===== config.mk =====
export PLATFORM = sky130hd
export DESIGN_NAME = mci_lite_top
export DESIGN_NICKNAME = d
export VERILOG_FILES = /design/src/hdl/mci_lite_pkg.sv /design/src/hdl/mci_lite_if.sv /design/src/hdl/mci_lite_decode.sv /design/src/hdl/mci_lite_wdt.sv /design/src/hdl/mci_lite_execute.sv /design/src/hdl/mci_lite_result.sv /design/src/hdl/mci_lite_top.sv
export VERILOG_INCLUDE_DIRS = /design/src /design/src/hdl
export SDC_FILE = /design/constraint.sdc
export NUM_CORES = 1
export LEC_CHECK = 0
export BUFFER_PORTS_ARGS = -buffer_cell sky130_fd_sc_hd__buf_2
export CAP_MARGIN = 30
export CORE_MARGIN = 10
export CORE_UTILIZATION = 57
export DETAILED_ROUTE_END_ITERATION = 8
export PLACE_DENSITY = 0.85
export SYNTH_ARGS = -nofsm -noshare
export SYNTH_HDL_FRONTEND = slang
export SYNTH_HIERARCHICAL = 1
export SYNTH_SLANG_ARGS = --single-unit

===== constraint.sdc =====
create_clock -name clk -period 3.45 [get_ports clk]
set_input_delay 0.1725 -clock clk [delete_from_list [all_inputs] [get_ports clk]]
set_output_delay 0.1725 -clock clk [all_outputs]
set_load 0.01 [all_outputs]

===== src/hdl/mci_lite_consts.svh =====
// Bus widths, register byte offsets and reset values
// shared by the MCI register block

`ifndef MCI_LITE_CONSTS_SVH
`define MCI_LITE_CONSTS_SVH

// Bus widths
`define MCI_DATA_W 32
`define MCI_ADDR_W 8
`define MCI_USER_W 32

////////////////////
// Register map
////////////////////

// Generic outputs and error masks
`define MCI_GENERIC_OUT_OFS   8'h00
`define MCI_FATAL_MASK_OFS    8'h04
`define MCI_NONFATAL_MASK_OFS 8'h08

// Sticky error status, write one to clear
`define MCI_FATAL_STS_OFS     8'h0C
`define MCI_NONFATAL_STS_OFS  8'h10

// Watchdog
`define MCI_WDT_EN_OFS        8'h14
`define MCI_WDT_CTRL_OFS      8'h18
`define MCI_WDT_T1_PERIOD_OFS 8'h1C
`define MCI_WDT_T2_PERIOD_OFS 8'h20
`define MCI_WDT_STS_OFS       8'h24

// Both timer periods come up at their maximum
`define MCI_WDT_PERIOD_RST {`MCI_DATA_W{1'b1}}

`endif


===== src/hdl/mci_lite_pkg.sv =====
// Register select enumeration and watchdog status struct

package mci_lite_pkg;

    // One entry per mapped register
    typedef enum logic [3:0] {
        MCI_REG_GENERIC_OUT   = 4'd0,
        MCI_REG_FATAL_MASK    = 4'd1,
        MCI_REG_NONFATAL_MASK = 4'd2,
        MCI_REG_FATAL_STS     = 4'd3,
        MCI_REG_NONFATAL_STS  = 4'd4,
        MCI_REG_WDT_EN        = 4'd5,
        MCI_REG_WDT_CTRL      = 4'd6,
        MCI_REG_WDT_T1_PERIOD = 4'd7,
        MCI_REG_WDT_T2_PERIOD = 4'd8,
        MCI_REG_WDT_STS       = 4'd9,
        // Unmapped or misaligned address
        MCI_REG_NONE          = 4'd15
    } mci_reg_e;

    // Layout matches the WDT_STS register, t1 in bit 0
    typedef struct packed {
        logic t2_timeout;
        logic t1_timeout;
    } mci_wdt_sts_t;

endpackage


===== src/hdl/mci_lite_if.sv =====
// Request/response interface between the decode, execute and result stages
// Error and watchdog status interface from execute to result

`timescale 1ns/1ps

`include "mci_lite_consts.svh"

interface mci_req_if;

    // Decoded request
    logic                   valid;
    logic                   write;
    mci_lite_pkg::mci_reg_e reg_sel;
    logic [`MCI_DATA_W-1:0] wdata;
    logic                   priv;
    logic                   addr_err;

    // Response from the register bank
    logic                   rsp_valid;
    logic [`MCI_DATA_W-1:0] rsp_rdata;
    logic                   rsp_error;

    modport decode (
        output valid, write, reg_sel, wdata, priv, addr_err
    );

    modport execute (
        input  valid, write, reg_sel, wdata, priv, addr_err,
        output rsp_valid, rsp_rdata, rsp_error
    );

    modport result (
        input rsp_valid, rsp_rdata, rsp_error
    );

endinterface

interface mci_err_if;

    logic [`MCI_DATA_W-1:0]     fatal_sts;
    logic [`MCI_DATA_W-1:0]     fatal_mask;
    logic [`MCI_DATA_W-1:0]     nonfatal_sts;
    logic [`MCI_DATA_W-1:0]     nonfatal_mask;
    mci_lite_pkg::mci_wdt_sts_t wdt_sts;

    modport execute (
        output fatal_sts, fatal_mask, nonfatal_sts, nonfatal_mask, wdt_sts
    );

    modport result (
        input fatal_sts, fatal_mask, nonfatal_sts, nonfatal_mask, wdt_sts
    );

endinterface


===== src/hdl/mci_lite_decode.sv =====
// Request decode stage with the address map and the SoC-config privilege check

`timescale 1ns/1ps

`include "mci_lite_consts.svh"

module mci_lite_decode (
    input  logic                   clk,
    input  logic                   rst_n_i,
    input  logic                   req_valid_i,
    input  logic                   req_write_i,
    input  logic [`MCI_ADDR_W-1:0] req_addr_i,
    input  logic [`MCI_DATA_W-1:0] req_wdata_i,
    input  logic [`MCI_USER_W-1:0] req_user_i,
    input  logic [`MCI_USER_W-1:0] strap_soc_config_user_i,
    mci_req_if.decode              req_o
);

    mci_lite_pkg::mci_reg_e reg_sel_d;
    logic                   addr_err_d;

    // Address map, any address off a word boundary misses every entry
    always_comb begin
        case (req_addr_i)
            `MCI_GENERIC_OUT_OFS:   reg_sel_d = mci_lite_pkg::MCI_REG_GENERIC_OUT;
            `MCI_FATAL_MASK_OFS:    reg_sel_d = mci_lite_pkg::MCI_REG_FATAL_MASK;
            `MCI_NONFATAL_MASK_OFS: reg_sel_d = mci_lite_pkg::MCI_REG_NONFATAL_MASK;
            `MCI_FATAL_STS_OFS:     reg_sel_d = mci_lite_pkg::MCI_REG_FATAL_STS;
            `MCI_NONFATAL_STS_OFS:  reg_sel_d = mci_lite_pkg::MCI_REG_NONFATAL_STS;
            `MCI_WDT_EN_OFS:        reg_sel_d = mci_lite_pkg::MCI_REG_WDT_EN;
            `MCI_WDT_CTRL_OFS:      reg_sel_d = mci_lite_pkg::MCI_REG_WDT_CTRL;
            `MCI_WDT_T1_PERIOD_OFS: reg_sel_d = mci_lite_pkg::MCI_REG_WDT_T1_PERIOD;
            `MCI_WDT_T2_PERIOD_OFS: reg_sel_d = mci_lite_pkg::MCI_REG_WDT_T2_PERIOD;
            `MCI_WDT_STS_OFS:       reg_sel_d = mci_lite_pkg::MCI_REG_WDT_STS;
            default:                reg_sel_d = mci_lite_pkg::MCI_REG_NONE;
        endcase
    end

    assign addr_err_d = (req_addr_i[1:0] != 2'b00) ||
                        (reg_sel_d == mci_lite_pkg::MCI_REG_NONE);

    // Request strobe
    always_ff @(posedge clk) begin
        if (!rst_n_i) begin
            req_o.valid <= 1'b0;
        end else begin
            req_o.valid <= req_valid_i;
        end
    end

    // Request payload, qualified by valid downstream
    always_ff @(posedge clk) begin
        req_o.write    <= req_write_i;
        req_o.reg_sel  <= reg_sel_d;
        req_o.wdata    <= req_wdata_i;
        req_o.priv     <= (req_user_i == strap_soc_config_user_i);
        req_o.addr_err <= addr_err_d;
    end

    // A rejected address never selects a register in the bank
    a_addr_err_no_sel: assert property (@(posedge clk) disable iff (!rst_n_i)
        (req_o.valid && req_o.addr_err) |-> (req_o.reg_sel == mci_lite_pkg::MCI_REG_NONE));

endmodule


===== src/hdl/mci_lite_wdt.sv =====
// Cascaded two-stage watchdog
// Timer 2 runs only while a timer 1 timeout is left unserviced

`timescale 1ns/1ps

`include "mci_lite_consts.svh"

module mci_lite_wdt (
    input  logic                       clk,
    input  logic                       rst_n_i,
    input  logic                       timer_en_i,
    input  logic                       restart_i,
    input  logic                       t1_serviced_i,
    input  logic                       t2_serviced_i,
    input  logic [`MCI_DATA_W-1:0]     t1_period_i,
    input  logic [`MCI_DATA_W-1:0]     t2_period_i,
    output mci_lite_pkg::mci_wdt_sts_t wdt_sts_o
);

    logic [`MCI_DATA_W-1:0] t1_cnt;
    logic [`MCI_DATA_W-1:0] t2_cnt;
    logic                   clear;

    // Restart and either service pulse rewind the whole cascade
    assign clear = restart_i || t1_serviced_i || t2_serviced_i;

    ////////////////////
    // Timer 1
    ////////////////////

    always_ff @(posedge clk) begin
        if (!rst_n_i) begin
            t1_cnt               <= '0;
            wdt_sts_o.t1_timeout <= 1'b0;
        end else if (clear) begin
            t1_cnt               <= '0;
            wdt_sts_o.t1_timeout <= 1'b0;
        end else if (timer_en_i && !wdt_sts_o.t1_timeout) begin
            if (t1_cnt == t1_period_i) begin
                // Stops here until serviced
                wdt_sts_o.t1_timeout <= 1'b1;
            end else begin
                t1_cnt <= t1_cnt + 1'b1;
            end
        end
    end

    ////////////////////
    // Timer 2
    ////////////////////

    always_ff @(posedge clk) begin
        if (!rst_n_i) begin
            t2_cnt               <= '0;
            wdt_sts_o.t2_timeout <= 1'b0;
        end else if (clear) begin
            t2_cnt <= '0;
        end else if (timer_en_i && wdt_sts_o.t1_timeout && !wdt_sts_o.t2_timeout) begin
            if (t2_cnt == t2_period_i) begin
                // Fatal, held until reset
                wdt_sts_o.t2_timeout <= 1'b1;
            end else begin
                t2_cnt <= t2_cnt + 1'b1;
            end
        end
    end

endmodule


===== src/hdl/mci_lite_execute.sv =====
// Register bank with sticky error status and the read mux
// Holds the watchdog instance and drives the response fields

`timescale 1ns/1ps

`include "mci_lite_consts.svh"

module mci_lite_execute (
    input  logic                   clk,
    input  logic                   rst_n_i,
    mci_req_if.execute             req_i,
    input  logic [`MCI_DATA_W-1:0] agg_error_fatal_i,
    input  logic [`MCI_DATA_W-1:0] agg_error_non_fatal_i,
    output logic [`MCI_DATA_W-1:0] generic_output_wires_o,
    mci_err_if.execute             err_o
);

    logic [`MCI_DATA_W-1:0]     generic_out_q;
    logic [`MCI_DATA_W-1:0]     fatal_mask_q;
    logic [`MCI_DATA_W-1:0]     nonfatal_mask_q;
    logic [`MCI_DATA_W-1:0]     fatal_sts_q;
    logic [`MCI_DATA_W-1:0]     nonfatal_sts_q;
    logic [`MCI_DATA_W-1:0]     t1_period_q;
    logic [`MCI_DATA_W-1:0]     t2_period_q;
    logic                       wdt_en_q;
    logic [`MCI_DATA_W-1:0]     fatal_clr;
    logic [`MCI_DATA_W-1:0]     nonfatal_clr;
    logic [`MCI_DATA_W-1:0]     rdata_d;
    logic                       wr_ok;
    logic                       wdt_restart;
    logic                       t1_serviced;
    logic                       t2_serviced;
    mci_lite_pkg::mci_wdt_sts_t wdt_sts;

    // Only the strap user may change state
    assign wr_ok = req_i.valid && req_i.write && req_i.priv && !req_i.addr_err;

    ////////////////////
    // Register bank
    ////////////////////

    always_ff @(posedge clk) begin
        if (!rst_n_i) begin
            generic_out_q   <= '0;
            fatal_mask_q    <= '0;
            nonfatal_mask_q <= '0;
            wdt_en_q        <= 1'b0;
            t1_period_q     <= `MCI_WDT_PERIOD_RST;
            t2_period_q     <= `MCI_WDT_PERIOD_RST;
        end else if (wr_ok) begin
            case (req_i.reg_sel)
                mci_lite_pkg::MCI_REG_GENERIC_OUT:   generic_out_q   <= req_i.wdata;
                mci_lite_pkg::MCI_REG_FATAL_MASK:    fatal_mask_q    <= req_i.wdata;
                mci_lite_pkg::MCI_REG_NONFATAL_MASK: nonfatal_mask_q <= req_i.wdata;
                mci_lite_pkg::MCI_REG_WDT_EN:        wdt_en_q        <= req_i.wdata[0];
                mci_lite_pkg::MCI_REG_WDT_T1_PERIOD: t1_period_q     <= req_i.wdata;
                mci_lite_pkg::MCI_REG_WDT_T2_PERIOD: t2_period_q     <= req_i.wdata;
                default: ;
            endcase
        end
    end

    // Write-one-to-clear masks for the sticky status
    assign fatal_clr = (wr_ok && req_i.reg_sel == mci_lite_pkg::MCI_REG_FATAL_STS) ?
                       req_i.wdata : '0;
    assign nonfatal_clr = (wr_ok && req_i.reg_sel == mci_lite_pkg::MCI_REG_NONFATAL_STS) ?
                          req_i.wdata : '0;

    // A new error in the same cycle wins over the clear
    always_ff @(posedge clk) begin
        if (!rst_n_i) begin
            fatal_sts_q    <= '0;
            nonfatal_sts_q <= '0;
        end else begin
            fatal_sts_q    <= (fatal_sts_q & ~fatal_clr) | agg_error_fatal_i;
            nonfatal_sts_q <= (nonfatal_sts_q & ~nonfatal_clr) | agg_error_non_fatal_i;
        end
    end

    ////////////////////
    // Watchdog
    ////////////////////

    // Control and status writes act as single-cycle pulses
    assign wdt_restart = wr_ok && (req_i.reg_sel == mci_lite_pkg::MCI_REG_WDT_CTRL) &&
                         req_i.wdata[0];
    assign t1_serviced = wr_ok && (req_i.reg_sel == mci_lite_pkg::MCI_REG_WDT_STS) &&
                         req_i.wdata[0];
    assign t2_serviced = wr_ok && (req_i.reg_sel == mci_lite_pkg::MCI_REG_WDT_STS) &&
                         req_i.wdata[1];

    mci_lite_wdt u_wdt (
        .clk           (clk),
        .rst_n_i       (rst_n_i),
        .timer_en_i    (wdt_en_q),
        .restart_i     (wdt_restart),
        .t1_serviced_i (t1_serviced),
        .t2_serviced_i (t2_serviced),
        .t1_period_i   (t1_period_q),
        .t2_period_i   (t2_period_q),
        .wdt_sts_o     (wdt_sts)
    );

    ////////////////////
    // Read path
    ////////////////////

    always_comb begin
        rdata_d = '0;
        case (req_i.reg_sel)
            mci_lite_pkg::MCI_REG_GENERIC_OUT:   rdata_d = generic_out_q;
            mci_lite_pkg::MCI_REG_FATAL_MASK:    rdata_d = fatal_mask_q;
            mci_lite_pkg::MCI_REG_NONFATAL_MASK: rdata_d = nonfatal_mask_q;
            mci_lite_pkg::MCI_REG_FATAL_STS:     rdata_d = fatal_sts_q;
            mci_lite_pkg::MCI_REG_NONFATAL_STS:  rdata_d = nonfatal_sts_q;
            mci_lite_pkg::MCI_REG_WDT_EN:        rdata_d[0] = wdt_en_q;
            mci_lite_pkg::MCI_REG_WDT_T1_PERIOD: rdata_d = t1_period_q;
            mci_lite_pkg::MCI_REG_WDT_T2_PERIOD: rdata_d = t2_period_q;
            mci_lite_pkg::MCI_REG_WDT_STS:       rdata_d[1:0] = wdt_sts;
            // WDT_CTRL is write-only and reads as zero
            default: ;
        endcase
    end

    always_ff @(posedge clk) begin
        if (!rst_n_i) begin
            req_i.rsp_valid <= 1'b0;
            req_i.rsp_error <= 1'b0;
        end else begin
            req_i.rsp_valid <= req_i.valid;
            req_i.rsp_error <= req_i.valid &&
                               (req_i.addr_err || (req_i.write && !req_i.priv));
        end
    end

    // Write responses and failed reads carry zero data
    always_ff @(posedge clk) begin
        req_i.rsp_rdata <= (req_i.valid && !req_i.write && !req_i.addr_err) ? rdata_d : '0;
    end

    assign generic_output_wires_o = generic_out_q;

    assign err_o.fatal_sts     = fatal_sts_q;
    assign err_o.fatal_mask    = fatal_mask_q;
    assign err_o.nonfatal_sts  = nonfatal_sts_q;
    assign err_o.nonfatal_mask = nonfatal_mask_q;
    assign err_o.wdt_sts       = wdt_sts;

    // One response per decoded request, one cycle behind, no stalls
    a_rsp_follows_req: assert property (@(posedge clk) disable iff (!rst_n_i)
        req_i.rsp_valid == $past(req_i.valid));

endmodule


===== src/hdl/mci_lite_result.sv =====
// Response output register, error aggregation and interrupt outputs

`timescale 1ns/1ps

`include "mci_lite_consts.svh"

module mci_lite_result (
    input  logic                   clk,
    input  logic                   rst_n_i,
    mci_req_if.result              rsp_i,
    mci_err_if.result              err_i,
    output logic                   rsp_valid_o,
    output logic [`MCI_DATA_W-1:0] rsp_rdata_o,
    output logic                   rsp_error_o,
    output logic                   all_error_fatal_o,
    output logic                   all_error_non_fatal_o,
    output logic                   mci_intr_o,
    output logic                   nmi_intr_o
);

    // Response and interrupt flags
    always_ff @(posedge clk) begin
        if (!rst_n_i) begin
            rsp_valid_o           <= 1'b0;
            rsp_error_o           <= 1'b0;
            all_error_fatal_o     <= 1'b0;
            all_error_non_fatal_o <= 1'b0;
            mci_intr_o            <= 1'b0;
            nmi_intr_o            <= 1'b0;
        end else begin
            rsp_valid_o           <= rsp_i.rsp_valid;
            rsp_error_o           <= rsp_i.rsp_error;
            // Any unmasked sticky bit raises the aggregate
            all_error_fatal_o     <= |(err_i.fatal_sts & ~err_i.fatal_mask);
            all_error_non_fatal_o <= |(err_i.nonfatal_sts & ~err_i.nonfatal_mask);
            mci_intr_o            <= err_i.wdt_sts.t1_timeout;
            nmi_intr_o            <= err_i.wdt_sts.t2_timeout;
        end
    end

    // Read data
    always_ff @(posedge clk) begin
        rsp_rdata_o <= rsp_i.rsp_rdata;
    end

endmodule


===== src/hdl/mci_lite_top.sv =====
// Top level of the MCI register block
// Decode, execute and result stages joined by the request and error interfaces

`timescale 1ns/1ps

`include "mci_lite_consts.svh"

module mci_lite_top (
    input  logic                   clk,
    input  logic                   rst_n_i,
    input  logic                   req_valid_i,
    input  logic                   req_write_i,
    input  logic [`MCI_ADDR_W-1:0] req_addr_i,
    input  logic [`MCI_DATA_W-1:0] req_wdata_i,
    input  logic [`MCI_USER_W-1:0] req_user_i,
    input  logic [`MCI_USER_W-1:0] strap_soc_config_user_i,
    input  logic [`MCI_DATA_W-1:0] agg_error_fatal_i,
    input  logic [`MCI_DATA_W-1:0] agg_error_non_fatal_i,
    output logic                   rsp_valid_o,
    output logic [`MCI_DATA_W-1:0] rsp_rdata_o,
    output logic                   rsp_error_o,
    output logic [`MCI_DATA_W-1:0] generic_output_wires_o,
    output logic                   all_error_fatal_o,
    output logic                   all_error_non_fatal_o,
    output logic                   mci_intr_o,
    output logic                   nmi_intr_o
);

    mci_req_if u_req_if ();
    mci_err_if u_err_if ();

    mci_lite_decode u_decode (
        .clk                     (clk),
        .rst_n_i                 (rst_n_i),
        .req_valid_i             (req_valid_i),
        .req_write_i             (req_write_i),
        .req_addr_i              (req_addr_i),
        .req_wdata_i             (req_wdata_i),
        .req_user_i              (req_user_i),
        .strap_soc_config_user_i (strap_soc_config_user_i),
        .req_o                   (u_req_if.decode)
    );

    mci_lite_execute u_execute (
        .clk                    (clk),
        .rst_n_i                (rst_n_i),
        .req_i                  (u_req_if.execute),
        .agg_error_fatal_i      (agg_error_fatal_i),
        .agg_error_non_fatal_i  (agg_error_non_fatal_i),
        .generic_output_wires_o (generic_output_wires_o),
        .err_o                  (u_err_if.execute)
    );

    mci_lite_result u_result (
        .clk                   (clk),
        .rst_n_i               (rst_n_i),
        .rsp_i                 (u_req_if.result),
        .err_i                 (u_err_if.result),
        .rsp_valid_o           (rsp_valid_o),
        .rsp_rdata_o           (rsp_rdata_o),
        .rsp_error_o           (rsp_error_o),
        .all_error_fatal_o     (all_error_fatal_o),
        .all_error_non_fatal_o (all_error_non_fatal_o),
        .mci_intr_o            (mci_intr_o),
        .nmi_intr_o            (nmi_intr_o)
    );

endmodule


Word level (Yosys, flattened, before mapping) --
Index checks and enable logic that the tools add are counted.
Operators by class: bitwise logic cells 14, reductions and logical operators 42, equality and inequality tests 22, muxes and demuxes 6, add/subtract/negate cells 2
Operator list (number):
- $pmux 30 s7 | 1
- $and 32x32->32 | 4
- $not 32->32 | 4
- $eq 32x32->1 | 3
- $add 32x1->32 const B | 2
- $mux 32 | 2
- $or 32x32->32 | 2
- $reduce_or 32->1 | 2
- $pmux 4 s10 | 1
- $eq 8x5->1 const B | 4
- $reduce_and 2->1 | 9
- $logic_and 1x1->1 | 17
- $eq 4x3->1 const B | 4
- $eq 8x4->1 const B | 2
- $eq 8x6->1 const B | 2
- $eq 4x4->1 const B | 3
- $pmux 1 s9 | 1
- $eq 4x2->1 const B | 2
- $eq 8x3->1 const B | 1
- $logic_not 8->1 | 1
- $pmux 1 s8 | 1
- $logic_not 1->1 | 5
- $eq 4x1->1 const B | 1
- $logic_not 4->1 | 1
- other kinds (5) | 11
Word-level totals: bits in registers 403

Logic depth before layout (Yosys ltp) --
Gate-level depths: netlist (run 1).
depth after elaboration 9, gate-level depth with buffers 10, mapped depth without buffers 7

Modules after synthesis --
The synthesis (run 1) kept the hierarchy.
Modules (own cells, without submodules):
- mci_lite_execute | cells each 1155, times used 1, seq. area each 5185.0 um^2, area an instance 10323.7 um^2
- mci_lite_wdt | cells each 501, times used 1, seq. area each 1321.3 um^2, area an instance 4189.0 um^2
- mci_lite_result | cells each 149, times used 1, seq. area each 760.7 um^2, area an instance 1297.5 um^2
- mci_lite_decode | cells each 93, times used 1, seq. area each 800.8 um^2, area an instance 1217.4 um^2

Worst setup path after synthesis (run 1) --
Ideal clock, no wire load.
kind flip-flop to flip-flop, from reg u_decode.req_o.reg_sel[2], to reg u_execute.u_wdt.t2_cnt[6], stages on the path, launching flop included 11, library setup time 0.101 ns, arrival 2.328 ns, path buffers 4, path slack 1.021 ns, clock period less this slack 2.429 ns, cell sequence dfxtp_1 > buf_4 > buf_2 > nand2b_1 > nor3_1 > and2_1 > nor4b_2 > buf_2 > clkbuf_1 > o311ai_0 > o41ai_1
On the way: word-level cells in the longest chain between the ends 6, elaborated cells on any way between the ends 10, classes of those cells eq/ne: 2; reduce/logical: 8
Ends and longest elaborated chain:
- start: declaration | RTL line mci_lite_if.sv:24 | output valid, write, reg_sel, wdata, priv, addr_err
- start signal: assignment | RTL line mci_lite_decode.sv:54 | req_o.reg_sel <= reg_sel_d;
- $eq 4x4->1 | RTL line mci_lite_execute.sv:87 | assign t1_serviced = wr_ok && (req_i.reg_sel == mci_lite_pkg::MCI_REG_WDT_STS) &&
- $logic_and 1x1->1 (2 in series) | RTL line mci_lite_execute.sv:87
- via u_execute.t1_serviced | RTL line mci_lite_execute.sv:31 | logic t1_serviced;
- $logic_or 1x1->1 (2 in series) | RTL line mci_lite_wdt.sv:25 | assign clear = restart_i || t1_serviced_i || t2_serviced_i;
- $reduce_or 2->1 (no source line)
- end signal: assignment | RTL line mci_lite_wdt.sv:63 | t2_cnt <= t2_cnt + 1'b1;
- end: declaration | RTL line mci_lite_wdt.sv:21 | logic [`MCI_DATA_W-1:0] t2_cnt;
The timed path passes the listed nets, and every way through them passes these cells. A chain may end at the register's enable or synchronous reset.

Worst setup path after layout (run 1) --
from reg u_decode.req_o.reg_sel[0], to reg u_execute.u_wdt.t1_cnt[19]
On the way: word-level cells in the longest chain between the ends 6, elaborated cells on any way between the ends 10, classes of those cells eq/ne: 2; reduce/logical: 8
Ends and longest elaborated chain:
- $eq 4x4->1 | RTL line mci_lite_execute.sv:87
- $logic_and 1x1->1 (2 in series) | RTL line mci_lite_execute.sv:87
- via u_execute.t1_serviced | RTL line mci_lite_execute.sv:31
- $logic_or 1x1->1 (2 in series) | RTL line mci_lite_wdt.sv:25
- $reduce_or 2->1 (no source line)
- end signal: assignment | RTL line mci_lite_wdt.sv:43 | t1_cnt <= t1_cnt + 1'b1;
- end: declaration | RTL line mci_lite_wdt.sv:20 | logic [`MCI_DATA_W-1:0] t1_cnt;
The timed path passes the listed nets, and every way through them passes these cells.

==> impl_metrics.tcl, run 1 <==
set metrics [dict create \
    status "finished with violations" \
    violations "DRC" \
    crit_arrival_ns 3.30 \
    r2r_slack_ns 0.57 \
    cp-end-kind "register" \
    hpwl_um 40900 \
    fin_hold_ws_ns 0.0381 \
    path_cells "nand2b_1 > nor3_1 > and2_1 > or4b_1 > buf_4 > buf_4 > nor2_1 > a31o_2" \
    drtAntennaViolNets 0 \
    clock_path_buffers 3 \
    synth_fp_nets 2072 \
    avgViaCountPerCell 6.28 \
    synth_compound_area_share_pct 21.1 \
    clock_latency_ns 0.56 \
    yosys.area_share.adder_pct 0.147 \
    first_pass_iters 9 \
    cp_slowest_cell "dfxtp_1" \
    start_util_pct 57.6 \
    grt_overflow 0 \
    synth_top_family_by_area "compound AO/OA/AOI/OAI gates" \
    worst_pin_slew_ns 1.00 \
    wire_per_inst_um 24.0 \
    layout_min_cycle_time_ns 2.88 \
    area_growth_pct 22.5 \
    hp-start "strap_soc_config_user_i[17]" \
    ys_warn_count 6 \
    final-setup-viol-count 0 \
    yosys.area_share.xor_xnor_pct 5.61 \
    leakage_nw 8.47 \
    synthSimpleGateAreaFrac_pct 19.2 \
    layout-drive-gt1-share_pct 17.0 \
    fin_skew_ns 0.0300 \
    whs_path_depth 5 \
    wl_um 62800 \
    cap_violations 0 \
    r2r_start "u_decode/req_o.reg_sel[0]$_DFF_P_" \
    critPathTopFamily "flip-flops" \
    startpoint_type "register" \
    pin_count 242 \
    dp.cells 2436 \
    r2r-end "u_execute/u_wdt/t1_cnt[19]$_SDFFE_PP0P_" \
    reg2reg_depth 8 \
    crit_buf_inv 2 \
    clockRootBuffer "clkbuf_16" \
    ys_seq_area_share_pct 47.4 \
    synth_edf_count 0 \
    setup_ws_ns 0.573 \
    syn_area_sq_mm 0.0170 \
    max_freq_mhz 348 \
    numCtsBuffers 41 \
    grt_pass1_vias 16100 \
    vias 16500 \
    muxShareOfSynthArea_pct 1.35 \
    placementRows 63 \
    cts_tree "yes" \
    clk_pin_slew_ns 0.06 \
    fin_setup_tns_ns 0 \
    worstPathMaxFanout 28 \
    postCtsSetupBuffers 0 \
    ctsResizeCount 0 \
    final_core_util_pct 70.6 \
    grt_max_degree 106 \
    grt_pass1_wl_um 94800 \
    finalHoldViolCount 0 \
    synth.avg_cell_area_sq_um 8.97 \
    io_buffers 241 \
    synthFlopType "dfxtp_1" \
    die_h_um 193 \
    post_synth_inst_count 1898 \
    drtIter0Drc 2607 \
    fp.dieW_um 193 \
    final_cells 2620 \
    gp_congestion 0.978 \
    async_reset_ff_share_pct 0 \
    rsz0062_at_grt "no" \
    criticalPathCategory "reg2reg" \
    synth-seq-cells 403 \
    numClockSinks 403 \
    powerDensity_mw_per_mm2 475 \
    ys_types 71 \
    grt_usage_pct 32.8 \
    drc_errors 6 \
    post-route-period-util_pct 83.4 \
    cpPeakStageDelay_ns 0.96 \
    relSlewSlack_pct 33.1 \
    crit_path_frequent_cell "buf_4" \
    die_area_sq_mm 0.0372 \
    core_sq_mm 0.0296 \
    nets 2373 \
    grt_antenna_before_repair 2 \
    required_ns 3.88 \
    place_worst_setup_slack_ns 0.743 \
    drv_slew 0 \
    ir_drop_v 0.000449 \
    htreeDepth 2 \
    holdCritPathClass "in2reg" \
    min_to "u_decode/req_o.priv$_DFF_P_" \
]
## sequential cells by signal (all words and copies together), names as in the netlist, 2 cells and up
signal                            flops
u_execute/generic_output_wires_o     32
u_execute/err_o.fatal_mask           32
u_decode/req_o.reg_sel                4
u_decode/req_o.wdata                 32
u_execute/err_o.fatal_sts            32
u_execute/t2_period_q                32
u_execute/req_i.rsp_rdata            32
u_execute/u_wdt/t2_cnt               32
u_execute/u_wdt/wdt_sts_o             2
u_execute/t1_period_q                32
u_execute/err_o.nonfatal_mask        32
u_execute/u_wdt/t1_cnt               32
u_result/rsp_rdata_o                 32
u_execute/err_o.nonfatal_sts         32
## cell usage after synthesis (4+ instances only)
cell type    n  area (sq um)
buf_2       39           195
xnor2_1     44           385
nand4_1     29           181
a211oi_1     5          37.5
buf_1        4          15.0
a31oi_1     42           263
nor2_1      54           203
o21a_1      66           495
inv_1       72           270
a41o_1      10           100
nor4b_4      4          95.1
o21ai_0      8          40.0
a31o_2      14           123
o22ai_1     32           200
and2_1      18           113
nor4_1      27           169
nand3_1     84           420
xor2_1      65           569
dfxtp_1    403          8070
a21boi_1   132           991
nand2_1    387          1450
nor3_1       8          40.0
a21oi_2      5          43.8
a21boi_0    28           210
a21oi_1     29           145
buf_4       20           150
and4_1       6          52.6
clkbuf_1    59           221
mux2i_1     23           230
and3_1       8          50.1
nand2b_1    20           125
a222oi_1    31           310
a22oi_1     61           458
## worst min-delay path: cells and delay by family
family / cells / cell delay (ns)
xor+xnor: 1 / 0.13
buf+inv: 1 / 0.08
simple gates: 3 / 0.16
## metrics by stage
step                instance area (sq um)  power, mW
floorplan                           17000       5.13
global placement                    18400       5.34
detailed placement                  18400       5.35
CTS                                 20900       9.84
global route                        20900       10.1
finish                              20900       9.91
## cells in the final DEF, fill, tap and decap left out, drive strengths merged, types with 3 or more instances in the layout
master       Yosys  final
xnor2           44     44
nor3             9      9
inv             72     73
o211ai           3      3
and2            18     18
nor4            32     32
nand4           29     29
a22oi           61     61
nand3b           3      3
clkbuf          61     63
o21ai           10     10
nor2            55     55
mux2i           23     23
a211oi           7      7
nand2          388    388
o22ai           32     32
buf             65    274
nor4b            6      6
a21oi           34     34
dfxtp          403    403
dlygate4sd3      0    110
and4             7      7
nand2b          20     20
nor2b            3      3
and3             9      9
a21boi         160    160
a222oi          31     31
a31o            14     14
or4b             3      3
or3              3      3
nand4b           3      3
xor2            65     65
a41o            10     10
nand3           85     85
a31oi           42     42
clkinv           0      5
o21a            66     66
## power breakdown
part           internal (mW)  leakage, nW  total (mW)  switching, mW
combinational          0.288         4.53       0.539          0.252
clock                   2.62        0.663        4.52           1.90
sequential              4.73         3.28        4.85          0.122
## cell families after synthesis
family | Yosys count
buffers and inverters | 198
and+or+nand+nor | 683
xor gates and xnor gates | 109
adders and majority gates | 2
DFF | 403
AOI/OAI and AO/OA | 480
muxes | 23
## worst max path at each step
stage	from	to	slack, ns	cells past startpoint
global placement	u_decode/req_o.reg_sel[0]$_DFF_P_	u_execute/u_wdt/t2_cnt[8]$_SDFFE_PP0P_	0.85	8
finish	u_decode/req_o.reg_sel[0]$_DFF_P_	u_execute/u_wdt/t1_cnt[19]$_SDFFE_PP0P_	0.57	8
floorplan	u_decode/req_o.reg_sel[2]$_DFF_P_	u_execute/u_wdt/t2_cnt[6]$_SDFFE_PP0P_	1.02	10
global route	u_decode/req_o.reg_sel[0]$_DFF_P_	u_execute/u_wdt/t1_cnt[19]$_SDFFE_PP0P_	0.43	8
detailed placement	u_decode/req_o.reg_sel[0]$_DFF_P_	u_execute/u_wdt/t1_cnt[13]$_SDFFE_PP0P_	0.74	8
CTS	u_decode/req_o.reg_sel[0]$_DFF_P_	u_execute/u_wdt/t1_cnt[19]$_SDFFE_PP0P_	0.64	8
## layer usage
| metal | global-route usage [%] | vias to the layer above | share of wire, % | routed length (um) |
|---|---|---|---|---|
| li1 | - | 7260 | - | - |
| met1 | 40.4 | 7743 | 36 | 22700 |
| met2 | 52.9 | 1224 | 46 | 29200 |
| met3 | 7.61 | 232 | 12 | 7560 |
| met4 | 16.3 | 0 | 5.2 | 3290 |
| met5 | 0 | - | 0 | 0 |
## what timing repair did
item                                    in CTS  in global routing
endpoints found under the setup margin       0                  0
endpoints found under the hold margin      125                  0
hold buffers                               110                  0
## cell type report
cell class	instances	area [sq um]
well taps	390	488
clock buffers	63	1230
fillers	2072	8700
diodes	2	5.00
clock inverters	9	128
repair buffers	384	2570
flip-flops and latches	403	8070
multi-input cells	1297	8090
inverters	72	270
Power figures use the tool's default switching activity.
==> run 2, diff against run 1 <==
--- a/config.mk
+++ b/config.mk
@@ -9,9 +9,9 @@
 export BUFFER_PORTS_ARGS = -buffer_cell sky130_fd_sc_hd__buf_2
 export CAP_MARGIN = 30
 export CORE_MARGIN = 10
-export CORE_UTILIZATION = 57
+export CORE_UTILIZATION = 52
 export DETAILED_ROUTE_END_ITERATION = 8
-export PLACE_DENSITY = 0.85
+export PLACE_DENSITY = 0.82
 export SYNTH_ARGS = -nofsm -noshare
 export SYNTH_HDL_FRONTEND = slang
 export SYNTH_HIERARCHICAL = 1
==> constraint.sdc (replaced) <==
create_clock -name clk -period 2.49 [get_ports clk]
set_input_delay 0.1245 -clock clk [delete_from_list [all_inputs] [get_ports clk]]
set_output_delay 0.1245 -clock clk [all_outputs]
set_load 0.01 [all_outputs]
==> run 2 against run 1 <==
The flow still finishes with violations (DRC). Critical endpoint is now u_execute/err_o.nonfatal_sts[3]$_SDFF_PN0_. Sequential share of layout area is 0.71 points lower. Flip-flop and latch count stayed put. Die area is 8.6% higher. Cell area is 1.9% higher. Hold slack worse by 0.0043 ns. Sequential power is 39% higher. Global-route usage is 3.4 points lower. First-iteration DRC count hardly changed. Combinational power is 41% higher. Critical path depth is 2 lower. Via count is 1.1% higher. Wire length is 0.25% lower. Largest power group unchanged.
==> impl_metrics.tcl, run 2 (synthesis results as in run 1) <==
set metrics [dict create \
    status "finished with violations" \
    violations "DRC" \
    reg2reg_depth 6 \
    clock_latency_ns 0.56 \
    hp-start "strap_soc_config_user_i[2]" \
    ir_drop_v 0.000683 \
    whs_path_depth 5 \
    pin_count 242 \
    layout-drive-gt1-share_pct 18.0 \
    hpwl_um 42700 \
    r2r_slack_ns 0.01 \
    finalHoldViolCount 0 \
    setup_ws_ns 0.0114 \
    io_buffers 241 \
    die_h_um 201 \
    clock_path_buffers 3 \
    drtAntennaViolNets 0 \
    final_common_cell "dfxtp_1" \
    htreeDepth 2 \
    fp.dieW_um 201 \
    fin_hold_ws_ns 0.0337 \
    gp_congestion 0.994 \
    power_frac_clock_pct 46.2 \
    leakage_nw 8.63 \
    cap_violations 0 \
    fin_skew_ns 0.0409 \
    grt_max_degree 193 \
    r2r-end "u_execute/err_o.nonfatal_sts[3]$_SDFF_PN0_" \
    r2r_start "u_decode/req_o.addr_err$_DFF_P_" \
    worst_pin_slew_ns 0.806 \
    clockRootBuffer "clkbuf_16" \
    numClockSinks 403 \
    die_area_sq_mm 0.0404 \
    start_util_pct 52.5 \
    postCtsSetupBuffers 0 \
    max_freq_mhz 403 \
    clk_pin_slew_ns 0.06 \
    startpoint_type "register" \
    holdCritPathClass "in2reg" \
    seqPwrFrac_pct 48.3 \
    grt_antenna_before_repair 1 \
    powerDensity_mw_per_mm2 655 \
    core_sq_mm 0.0325 \
    first_pass_iters 9 \
    avgViaCountPerCell 6.18 \
    placementRows 66 \
    grt_overflow 0 \
    place_worst_setup_slack_ns 0.346 \
    dpl-instance-area_sq_mm 0.0187 \
    n_antenna_cell 0 \
    min_to "u_decode/req_o.priv$_DFF_P_" \
    layout_min_cycle_time_ns 2.48 \
    mostFrequentLayoutCells "403 x dfxtp_1, 387 x nand2_1, 240 x buf_2" \
    pwr-share-comb_pct 5.5 \
    ctsResizeCount 0 \
    drc_errors 4 \
    fin_area_sq_mm 0.0212 \
    area_growth_pct 24.8 \
    vias 16600 \
    wl_um 62600 \
    nets 2394 \
    drtIter0Drc 2609 \
    wire_per_inst_um 23.2 \
    grt_pass1_vias 16100 \
    drv_slew 0 \
    cts_tree "yes" \
    crit_arrival_ns 2.89 \
    final_core_util_pct 65.5 \
    grt_pass1_wl_um 95000 \
    numCtsBuffers 41 \
    power.switching_mw 3.22 \
    swShare_pct 23.1 \
    criticalPathCategory "reg2reg" \
    post-route-period-util_pct 99.5 \
    fin_setup_tns_ns 0 \
    grt_usage_pct 29.4 \
    rsz0062_at_grt "no" \
    final-setup-viol-count 0 \
    p_int_mw 10.7 \
    relSlewSlack_pct 46.3 \
    required_ns 2.90 \
    worstPathMaxFanout 12 \
    cp-end-kind "register" \
    cts_hold_buffers 115 \
]
[run 2: cell type report]
| type | count | area (sq um) |
|---|---|---|
| Clock buffer | 49 | 1110 |
| Clock inverter | 26 | 312 |
| Fill cell | 2415 | 11200 |
| Inverter | 72 | 270 |
| Multi-Input combinational cell | 1297 | 8090 |
| Sequential cell | 403 | 8070 |
| Tap cell | 442 | 553 |
| Timing Repair Buffer | 405 | 2840 |
[run 2: power groups by stage]
stage / logic, mW / clock network (mW) / registers (mW)
2_1_floorplan: 0.329 / 0 / 6.77
6_report: 0.762 / 6.43 / 6.73
3_5_place_dp: 0.581 / 0 / 6.85
5_1_grt: 0.808 / 6.68 / 6.73
4_1_cts: 0.726 / 6.42 / 6.71
3_3_place_gp: 0.565 / 0 / 6.85
[run 2: metrics by stage]
| stage | power (mW) | cells |
|---|---|---|
| 2_1_floorplan | 7.10 | 1898 |
| 3_3_place_gp | 7.42 | 2504 |
| 3_5_place_dp | 7.43 | 2504 |
| 4_1_cts | 13.9 | 2694 |
| 5_1_grt | 14.2 | 2694 |
| 6_report | 13.9 | 2694 |
[run 2: worst max path at each step]
| stage | from | end | slack, ns | cells past startpoint |
|---|---|---|---|---|
| after floorplan | u_decode/req_o.reg_sel[2]$_DFF_P_ | u_execute/u_wdt/t2_cnt[6]$_SDFFE_PP0P_ | 0.06 | 10 |
| after global placement | u_execute/u_wdt/t2_cnt[5]$_SDFFE_PP0P_ | u_execute/u_wdt/t2_cnt[8]$_SDFFE_PP0P_ | 0.39 | 6 |
| after detailed placement | u_execute/u_wdt/t2_cnt[7]$_SDFFE_PP0P_ | u_execute/u_wdt/t2_cnt[8]$_SDFFE_PP0P_ | 0.35 | 6 |
| after CTS | u_decode/req_o.addr_err$_DFF_P_ | u_execute/err_o.nonfatal_sts[31]$_SDFF_PN0_ | 0.1 | 6 |
| after global routing | u_execute/u_wdt/t2_cnt[17]$_SDFFE_PP0P_ | u_execute/u_wdt/t2_cnt[6]$_SDFFE_PP0P_ | 0.008 | 6 |
| final | u_decode/req_o.addr_err$_DFF_P_ | u_execute/err_o.nonfatal_sts[3]$_SDFF_PN0_ | 0.01 | 6 |
[run 2: metal layers]
layer  vias up  part of all wire (%)  global-route usage [%]
li1       7301                     -                       -
met1      7811                    36                    36.7
met2      1282                    46                    47.1
met3       249                    12                    6.78
met4         2                   5.4                    14.0
met5         -                 0.030                       0
[run 2: worst max-delay path: stages, from the launching register on]
cell and delay [ns]:
dfxtp_1 0.34, and4b_1 0.70, and2_1 0.25, buf_4 0.16, a21boi_1 0.11, o21a_1 0.21, dlygate4sd3_1 0.55
